===== config.mk =====
export PLATFORM = sky130hd
export DESIGN_NAME = history_predictor
export DESIGN_NICKNAME = d
export VERILOG_FILES = /design/src/rtl/bp_pkg.sv /design/src/rtl/pht_wr_if.sv /design/src/rtl/count_pipeline.sv /design/src/rtl/global_history.sv /design/src/rtl/history_predictor.sv /design/src/rtl/index_hash.sv /design/src/rtl/pattern_table.sv /design/src/rtl/pht_update_writer.sv /design/src/rtl/pht_write_arbiter.sv
export SDC_FILE = /design/constraint.sdc
export NUM_CORES = 1
export LEC_CHECK = 0
export BUFFER_PORTS_ARGS = -buffer_cell sky130_fd_sc_hd__buf_4
export CAP_MARGIN = 10
export CORE_MARGIN = 2
export CORE_UTILIZATION = 35
export CTS_CLUSTER_SIZE = 14
export DETAILED_ROUTE_END_ITERATION = 8
export GPL_ROUTABILITY_DRIVEN = 0
export GPL_TIMING_DRIVEN = 1
export SLEW_MARGIN = 20
export SYNTH_ARGS = -nofsm -noshare
export SYNTH_HDL_FRONTEND = slang
export SYNTH_SLANG_ARGS = --single-unit

===== constraint.sdc =====
create_clock -name clk -period 5.44 [get_ports clk]
set_input_delay 0.816 -clock clk [delete_from_list [all_inputs] [get_ports clk]]
set_output_delay 0.816 -clock clk [all_outputs]
set_load 0.02 [all_outputs]

===== src/rtl/bp_pkg.sv =====
package bp_pkg;

  // Two-bit saturating direction counter, the top bit predicts taken
  typedef logic [1:0] cnt_t;

  // Instruction address as seen by fetch, id and ex
  typedef logic [31:0] pc_t;

  // Weakly not taken
  localparam cnt_t CNT_INIT = 2'd1;

  localparam cnt_t CNT_MAX = 2'd3;
  localparam cnt_t CNT_MIN = 2'd0;

endpackage


===== src/rtl/pht_wr_if.sv =====
`timescale 1ns/10ps

// One write request into the pattern table, with its same-cycle grant
interface pht_wr_if
  import bp_pkg::*;
#(
  parameter int INDEX_WIDTH = 8
) ();

  logic                   req;
  logic [INDEX_WIDTH-1:0] index;
  cnt_t                   count;
  logic                   grant;

  modport writer (output req, output index, output count, input grant);

  modport arbiter (input req, input index, input count, output grant);

endinterface


===== src/rtl/count_pipeline.sv =====
`timescale 1ns/10ps

module count_pipeline
  import bp_pkg::*;
#(
  parameter int HR_WIDTH    = 6,
  parameter int INDEX_WIDTH = 8
) (
  input  logic                   clk,
  input  logic                   rst_n,
  input  logic                   stall,
  input  logic                   rollback_id,
  input  pc_t                    pc_id,
  input  logic [HR_WIDTH+1:0]    history,
  input  cnt_t                   pred_count,
  output cnt_t                   pred_count_id,
  output cnt_t                   pred_count_ex,
  pht_wr_if.writer               rst_wr,
  output logic [INDEX_WIDTH-1:0] rst_index
);

  // The id branch was hashed with the history one shift older than now
  index_hash #(
    .HR_WIDTH    (HR_WIDTH),
    .INDEX_WIDTH (INDEX_WIDTH)
  ) u_id_hash (
    .pc    (pc_id),
    .hr    (history[HR_WIDTH:1]),
    .index (rst_index)
  );

  always_ff @(posedge clk) begin
    if (!rst_n) begin
      pred_count_id <= '0;
      pred_count_ex <= '0;
    end else if (!stall) begin
      pred_count_id <= pred_count;
      pred_count_ex <= pred_count_id;
    end
  end

  // A squashed id branch gives back the counter value it read at fetch
  assign rst_wr.req   = rollback_id;
  assign rst_wr.index = rst_index;
  assign rst_wr.count = pred_count_id;

endmodule


===== src/rtl/global_history.sv =====
`timescale 1ns/10ps

module global_history #(
  parameter int HR_WIDTH = 6
) (
  input  logic                clk,
  input  logic                rst_n,
  input  logic                corrected_en,
  input  logic                corrected_result,
  input  logic                rollback_id,
  input  logic                rollback_ex,
  output logic [HR_WIDTH+1:0] history,
  output logic                branch_failed
);

  localparam int HR_DEPTH = HR_WIDTH + 2;

  logic [HR_DEPTH-1:0] history_ex;

  // Two extra bits cover the branches still in id and ex.
  // An id rollback squashes the youngest bit, so the ex branch moves to bit 0
  assign history_ex    = history >> rollback_id;
  assign branch_failed = history_ex[0];

  always_ff @(posedge clk) begin
    if (!rst_n) begin
      history <= '0;
    end else if (rollback_ex) begin
      history <= {history_ex[HR_DEPTH-1:1], ~branch_failed};
    end else if (corrected_en) begin
      history <= {history[HR_DEPTH-2:0], corrected_result};
    end
  end

endmodule


===== src/rtl/history_predictor.sv =====
`timescale 1ns/10ps

module history_predictor
  import bp_pkg::*;
#(
  parameter int INDEX_WIDTH = 8,
  parameter int HR_WIDTH    = 6
) (
  input  logic clk,
  input  logic rst_n,
  input  logic stall,
  input  logic corrected_en,
  input  logic corrected_result,
  input  logic rollback_id,
  input  logic rollback_ex,
  input  pc_t  pc,
  input  pc_t  pc_id,
  input  pc_t  pc_ex,
  output cnt_t pred_count,
  output cnt_t pred_count_id,
  output cnt_t pred_count_ex
);

  logic [HR_WIDTH+1:0]    history;
  logic                   branch_failed;
  logic [INDEX_WIDTH-1:0] rd_index;
  logic                   wr_en;
  logic [INDEX_WIDTH-1:0] wr_index;
  cnt_t                   wr_count;

  pht_wr_if #(.INDEX_WIDTH(INDEX_WIDTH)) upd_wr ();
  pht_wr_if #(.INDEX_WIDTH(INDEX_WIDTH)) rst_wr ();

  global_history #(.HR_WIDTH(HR_WIDTH)) u_history (
    .clk              (clk),
    .rst_n            (rst_n),
    .corrected_en     (corrected_en),
    .corrected_result (corrected_result),
    .rollback_id      (rollback_id),
    .rollback_ex      (rollback_ex),
    .history          (history),
    .branch_failed    (branch_failed)
  );

  // Fetch lookup uses the newest history bits
  index_hash #(.HR_WIDTH(HR_WIDTH), .INDEX_WIDTH(INDEX_WIDTH)) u_rd_hash (
    .pc    (pc),
    .hr    (history[HR_WIDTH-1:0]),
    .index (rd_index)
  );

  pattern_table #(.INDEX_WIDTH(INDEX_WIDTH)) u_table (
    .clk      (clk),
    .rst_n    (rst_n),
    .rd_index (rd_index),
    .wr_en    (wr_en),
    .wr_index (wr_index),
    .wr_count (wr_count),
    .rd_count (pred_count)
  );

  count_pipeline #(.HR_WIDTH(HR_WIDTH), .INDEX_WIDTH(INDEX_WIDTH)) u_counts (
    .clk           (clk),
    .rst_n         (rst_n),
    .stall         (stall),
    .rollback_id   (rollback_id),
    .pc_id         (pc_id),
    .history       (history),
    .pred_count    (pred_count),
    .pred_count_id (pred_count_id),
    .pred_count_ex (pred_count_ex),
    .rst_wr        (rst_wr.writer),
    .rst_index     ()
  );

  pht_update_writer #(.HR_WIDTH(HR_WIDTH), .INDEX_WIDTH(INDEX_WIDTH)) u_update (
    .rollback_id      (rollback_id),
    .rollback_ex      (rollback_ex),
    .corrected_en     (corrected_en),
    .corrected_result (corrected_result),
    .branch_failed    (branch_failed),
    .pc               (pc),
    .pc_ex            (pc_ex),
    .history          (history),
    .pred_count       (pred_count),
    .pred_count_ex    (pred_count_ex),
    .upd_wr           (upd_wr.writer),
    .ex_index         ()
  );

  pht_write_arbiter #(.INDEX_WIDTH(INDEX_WIDTH)) u_arbiter (
    .clk      (clk),
    .rst_n    (rst_n),
    .upd_wr   (upd_wr.arbiter),
    .rst_wr   (rst_wr.arbiter),
    .wr_en    (wr_en),
    .wr_index (wr_index),
    .wr_count (wr_count)
  );

endmodule


===== src/rtl/index_hash.sv =====
`timescale 1ns/10ps

module index_hash
  import bp_pkg::*;
#(
  parameter int HR_WIDTH    = 6,
  parameter int INDEX_WIDTH = 8
) (
  input  pc_t                    pc,
  input  logic [HR_WIDTH-1:0]    hr,
  output logic [INDEX_WIDTH-1:0] index
);

  // Word-aligned PC, so bits 1:0 never take part
  if (HR_WIDTH >= INDEX_WIDTH) begin : g_xor
    logic [HR_WIDTH-1:0] mixed;

    assign mixed = hr ^ pc[HR_WIDTH+1:2];

    if (HR_WIDTH == INDEX_WIDTH) begin : g_exact
      assign index = mixed;
    end else begin : g_fold
      localparam int EXCESS = HR_WIDTH - INDEX_WIDTH;

      // Bits above the index wrap around onto the low bits
      for (genvar i = 0; i < INDEX_WIDTH; i++) begin : g_bit
        assign index[i] = mixed[i] ^ mixed[INDEX_WIDTH + (i % EXCESS)];
      end
    end
  end else begin : g_concat
    // Short history sits in the low bits with PC bits stacked above it
    assign index = {pc[INDEX_WIDTH-HR_WIDTH+1:2], hr};
  end

endmodule


===== src/rtl/pattern_table.sv =====
`timescale 1ns/10ps

module pattern_table
  import bp_pkg::*;
#(
  parameter int INDEX_WIDTH = 8
) (
  input  logic                   clk,
  input  logic                   rst_n,
  input  logic [INDEX_WIDTH-1:0] rd_index,
  input  logic                   wr_en,
  input  logic [INDEX_WIDTH-1:0] wr_index,
  input  cnt_t                   wr_count,
  output cnt_t                   rd_count
);

  localparam int DEPTH = 2 ** INDEX_WIDTH;

  cnt_t counters [DEPTH];

  // Every counter starts out weakly not taken
  always_ff @(posedge clk) begin
    if (!rst_n) begin
      for (int i = 0; i < DEPTH; i++) begin
        counters[i] <= CNT_INIT;
      end
    end else if (wr_en) begin
      counters[wr_index] <= wr_count;
    end
  end

  // Same-cycle writes are not forwarded
  assign rd_count = counters[rd_index];

endmodule


===== src/rtl/pht_update_writer.sv =====
`timescale 1ns/10ps

module pht_update_writer
  import bp_pkg::*;
#(
  parameter int HR_WIDTH    = 6,
  parameter int INDEX_WIDTH = 8
) (
  input  logic                   rollback_id,
  input  logic                   rollback_ex,
  input  logic                   corrected_en,
  input  logic                   corrected_result,
  input  logic                   branch_failed,
  input  pc_t                    pc,
  input  pc_t                    pc_ex,
  input  logic [HR_WIDTH+1:0]    history,
  input  cnt_t                   pred_count,
  input  cnt_t                   pred_count_ex,
  pht_wr_if.writer               upd_wr,
  output logic [INDEX_WIDTH-1:0] ex_index
);

  logic [INDEX_WIDTH-1:0] fetch_index;
  logic [INDEX_WIDTH-1:0] ex_index_rid;
  logic [INDEX_WIDTH-1:0] ex_index_nrid;
  cnt_t                   ex_count;
  cnt_t                   fetch_count;

  function automatic cnt_t cnt_step(input cnt_t c, input logic up);
    if (up) begin
      return (c == CNT_MAX) ? CNT_MAX : c + 2'd1;
    end
    return (c == CNT_MIN) ? CNT_MIN : c - 2'd1;
  endfunction

  index_hash #(.HR_WIDTH(HR_WIDTH), .INDEX_WIDTH(INDEX_WIDTH)) u_fetch_hash (
    .pc    (pc),
    .hr    (history[HR_WIDTH-1:0]),
    .index (fetch_index)
  );

  // With an id rollback in the same cycle the ex branch sits one place lower
  index_hash #(.HR_WIDTH(HR_WIDTH), .INDEX_WIDTH(INDEX_WIDTH)) u_ex_rid_hash (
    .pc    (pc_ex),
    .hr    (history[HR_WIDTH+1:2]),
    .index (ex_index_rid)
  );

  index_hash #(.HR_WIDTH(HR_WIDTH), .INDEX_WIDTH(INDEX_WIDTH)) u_ex_nrid_hash (
    .pc    (pc_ex),
    .hr    (history[HR_WIDTH:1]),
    .index (ex_index_nrid)
  );

  assign ex_index = rollback_id ? ex_index_rid : ex_index_nrid;

  // The ex branch went the other way from its recorded bit
  assign ex_count    = cnt_step(pred_count_ex, branch_failed);
  assign fetch_count = cnt_step(pred_count, ~corrected_result);

  assign upd_wr.req   = rollback_ex | corrected_en;
  assign upd_wr.index = rollback_ex ? ex_index : fetch_index;
  assign upd_wr.count = rollback_ex ? ex_count : fetch_count;

endmodule


===== src/rtl/pht_write_arbiter.sv =====
`timescale 1ns/10ps

module pht_write_arbiter
  import bp_pkg::*;
#(
  parameter int INDEX_WIDTH = 8
) (
  input  logic                   clk,
  input  logic                   rst_n,
  pht_wr_if.arbiter              upd_wr,
  pht_wr_if.arbiter              rst_wr,
  output logic                   wr_en,
  output logic [INDEX_WIDTH-1:0] wr_index,
  output cnt_t                   wr_count
);

  logic                   slot_valid;
  logic [INDEX_WIDTH-1:0] slot_index;
  cnt_t                   slot_count;
  logic                   slot_go;
  logic                   rst_lost;

  // Order is update, then the parked restore, then a new restore
  assign upd_wr.grant = upd_wr.req;
  assign slot_go      = slot_valid & ~upd_wr.req;
  assign rst_wr.grant = rst_wr.req & ~upd_wr.req & ~slot_valid;
  assign rst_lost     = rst_wr.req & ~rst_wr.grant;

  assign wr_en    = upd_wr.req | slot_go | rst_wr.grant;
  assign wr_index = upd_wr.req ? upd_wr.index : (slot_valid ? slot_index : rst_wr.index);
  assign wr_count = upd_wr.req ? upd_wr.count : (slot_valid ? slot_count : rst_wr.count);

  always_ff @(posedge clk) begin
    if (!rst_n) begin
      slot_valid <= 1'b0;
    end else if (rst_lost) begin
      // An update to the same counter makes the restored value stale
      slot_valid <= ~(upd_wr.req && upd_wr.index == rst_wr.index);
    end else if (slot_go || (upd_wr.req && upd_wr.index == slot_index)) begin
      slot_valid <= 1'b0;
    end
  end

  always_ff @(posedge clk) begin
    if (rst_lost) begin
      slot_index <= rst_wr.index;
      slot_count <= rst_wr.count;
    end
  end

endmodule


==> impl_metrics.py <==
metrics = {
    "logic_synthesis": {
        "yosys.area.top_type": "edfxtp_1",
        "synthArstFlopShare_pct": 0,
        "syn_inst": 2331,
        "syn_area_per_cell_um2": 11.49,
        "synth_area_um2": 26780,
        "synth_flop_cell": "edfxtp_1",
        "synth_xor_area_share_pct": 0.4905,
        "synth_fp_nets": 2434,
        "yosys_warnings": 0,
        "synth_top_family_by_area": "simple AND/OR/NAND/NOR gates",
        "ys_seq_area_share_pct": 59.49,
        "synth_compound_area_share_pct": 3.821,
        "yosysTopAreaCellShare_pct": 58.52,
        "yosys_register_bits": 535,
        "synth_edf_count": 522,
        "synthMuxAreaShare_pct": 11.68,
        "synthAdderAreaFrac_pct": 0.03737,
        "synth_area_leaders": "edfxtp_1 (59%), mux4_2 (9.2%), nand2_1 (7.7%), nand4_1 (6.0%), nor2_1 (4.4%)",
        "ys_types": 52,
        "synth-simple-area-share_pct": 19.84,
    },
    "finish": {
        "layout.nets": 2347,
        "diodes": 0,
        "final_area_um2": 29900,
        "drive_gt1_share_pct": 15.13,
        "area_growth_pct": 11.62,
    },
    "sta": {
        "rsz0062_at_grt": "no",
        "fin_setup_tns_ps": 0,
        "fin_crit_sh_pct": 92.65,
        "whs_ps": 434.0,
        "setup_slack_ps": 399.9,
        "finalHoldViolations": 0,
        "setup_viol": 0,
        "slew_viol_final": 87,
        "tightestPinTransition_ps": 1579,
        "maxSlewHeadroom_pct": -5.278,
        "fmax_ghz": 0.1984,
        "timing.final.crit_period_ps": 5040,
        "fin_worst_skew_ps": 17.57,
    },
    "worst_setup_path": {
        "cp_max_fo": 30,
        "crit-reg2reg-launch": "u_history.history[0]",
        "rr_endpoint": "u_table.counters[37][1]",
        "critPathArrivalTime_ps": 4220,
        "reg2reg_slack_ps": 530,
        "crit_start": "u_history.history[0]",
        "crit_type": "reg2out",
        "critical_path.endpoint_type": "primary output",
        "reg2reg_depth": 12,
        "cp_data_required_time_ps": 4620,
        "cp-start-kind": "flip-flop",
    },
    "placed_design": {
        "dpl_cell_area_um2": 28100,
        "pre_cts_slack_ps": 546.8,
        "io_buffer_count": 18,
        "place_hpwl_um": 45700,
    },
    "clock_tree": {
        "cts_resized": 0,
        "clk_pin_slew_ps": 60,
        "cts_tree": "yes",
        "cts_setup_buffers": 0,
        "htreeDepth": 2,
        "cts_hold_buf": 0,
        "clock_path_buffers": 3,
        "clkLatencyLatePin_ps": 630,
        "root_buffer": "clkbuf_16",
        "cts_inserted_buffers": 57,
        "clkSinkCount": 535,
    },
    "outcome": {
        "failed_checks": "slew limit",
        "outcome": "complete, but fails checks",
    },
    "die": {
        "core_region_area_um2": 75820,
        "dieWidth_um": 280.6,
        "io_pins": 109,
        "dieArea_um2": 78760,
        "row_count": 101,
        "initial_core_util_pct": 35.33,
        "die_h_um": 280.6,
    },
    "drt": {
        "drtAntennaViolNets": 0,
        "routed_wl_um": 74860,
        "drc": 0,
        "drt-pass1-iter-count": 5,
        "drt-initial-drc-count": 2270,
        "vias": 19230,
        "viasPerCell": 5.879,
        "wl_per_cell_um": 22.89,
    },
    "pwr": {
        "ir_drop_mv": 0.2496,
        "p_per_area_nw_per_um2": 319.5,
        "p_leak_uw": 0.009000,
    },
    "worst_hold_path": {
        "hold_path_class": "in2reg",
        "min_to": "u_arbiter.slot_index[6]",
        "hp-start": "pc_id[2]",
        "whs_path_depth": 1,
    },
    "global_routing": {
        "grt_pass1_vias": 18810,
        "grt-ovfl-total": 0,
        "grt_max_degree": 212,
        "antenna_found_initial": 0,
        "grt_pass1_wl_um": 113900,
        "track_usage_pct": 18.93,
    },
    "flow_run": {
        "maxCapViolCount": 0,
    },
}
## layer usage
metal  up-vias  track usage [%]  routed length (um)
met5         -                0                   0
met1      9719            25.92               30520
li1       8466                -                   -
met3       142            2.898                5999
met2       903            30.55               35820
met4         0            6.815                2512
## sequential cells by signal (all words and copies together) (netlist names)
| register | cells |
|---|---|
| u_table.counters | 512 |
| u_counts.pred_count_ex | 2 |
| u_arbiter.slot_index | 8 |
| u_arbiter.slot_count | 2 |
| u_counts.pred_count_id | 2 |
| u_arbiter.slot_valid | 1 |
| u_history.history | 8 |
## cell type report
| class | instances | area (um^2) |
|---|---|---|
| fill | 7064 | 45930 |
| sequential | 535 | 15940 |
| multi-input combinational | 1533 | 9784 |
| clock buffer | 71 | 1499 |
| tap | 978 | 1224 |
| timing repair buffer | 108 | 1130 |
| clock inverter | 37 | 284.0 |
| inverter | 9 | 33.78 |
## synth_stat cells, types with 4 or more instances
library cell  number
mux2i_1           56
nor2_1           313
a22oi_1           35
o31ai_1            4
or3_1              5
buf_1              7
mux4_2           109
nor3_1            21
nor4_1             5
o21a_1             4
nand4_1          258
dfxtp_1           13
and2_1             6
or2_2              7
mux2_2            10
nor2b_1           14
inv_1              9
buf_6             14
o22ai_1            8
xor2_1             6
buf_4             27
xnor2_1            9
edfxtp_1         522
clkbuf_1         168
o221ai_1          14
a21boi_0           4
nand2_1          548
a21oi_1           32
a211oi_1           7
nand3_1            7
o21ai_0           11
nand2b_1           5
o2111ai_1          6
buf_2             38
## kinds of logic (layout without fill, tap and decap cells)
group	after synthesis	after routing
adders and majority gates	1	1
buffers and inverters	263	225
muxes	175	175
DFF	535	535
xor gates and xnor gates	15	15
AOI/OAI and AO/OA	145	145
and+or+nand+nor	1197	1197
## cells in the final DEF (no fill, tap or decap), drive strengths merged, types with 2 or more instances in the layout
| cell | Yosys | routed |
|---|---|---|
| o31ai | 4 | 4 |
| nand2 | 548 | 548 |
| nand3b | 2 | 2 |
| o21ai | 12 | 12 |
| o32ai | 3 | 3 |
| edfxtp | 522 | 522 |
| mux2 | 10 | 10 |
| nand2b | 5 | 5 |
| nand4 | 258 | 258 |
| nor4 | 5 | 5 |
| o41ai | 3 | 3 |
| o221ai | 14 | 14 |
| o211a | 3 | 3 |
| mux4 | 109 | 109 |
| xor2 | 6 | 6 |
| xnor2 | 9 | 9 |
| clkbuf | 168 | 72 |
| a2111oi | 3 | 3 |
| nor2b | 14 | 14 |
| o21a | 4 | 4 |
| inv | 9 | 12 |
| clkinv | 0 | 30 |
| dfxtp | 13 | 13 |
| a22oi | 35 | 35 |
| buf | 86 | 107 |
| o22ai | 8 | 8 |
| a21boi | 4 | 4 |
| or2 | 7 | 7 |
| bufinv | 0 | 4 |
| nor3 | 24 | 24 |
| o2111ai | 6 | 6 |
| a211oi | 7 | 7 |
| nand3 | 7 | 7 |
| a21oi | 32 | 32 |
| nor2 | 313 | 313 |
| or3 | 5 | 5 |
| mux2i | 56 | 56 |
| and2 | 6 | 6 |
## where the power goes
part | internal [uW] | switching (uW)
registers | 4600 | 57.9
logic | 339 | 773
clock network | 2140 | 1650
total | 7070 | 2480
## worst max-delay path, stage by stage, from the launching register on
cell,delay (ps)
dfxtp_4,760
buf_12,290
buf_12,260
mux2i_1,120
o221ai_1,280
o22ai_1,140
a21oi_1,240
a2111oi_0,190
o31ai_1,890
buf_4,260
buf_4,150
## stage by stage
stage                     cells  total power, uW  util [%]
after detailed placement   3163             5838     37.07
after CTS                  3271             9582     39.42
after floorplan            2331             5443         -
after global routing       3271             9821     39.43
after global placement     3163             5814     37.06
final                      3271             9551     39.43
## worst max path at each step
stage | end | depth (start not counted)
global route | pred_count[0] | 10
detailed placement | u_table.counters[47][1] | 12
finish | pred_count[0] | 10
CTS | pred_count[0] | 10
floorplan | u_table.counters[120][1] | 14
global placement | u_table.counters[38][1] | 12
Note: power is estimated with default switching activity, not from simulation.
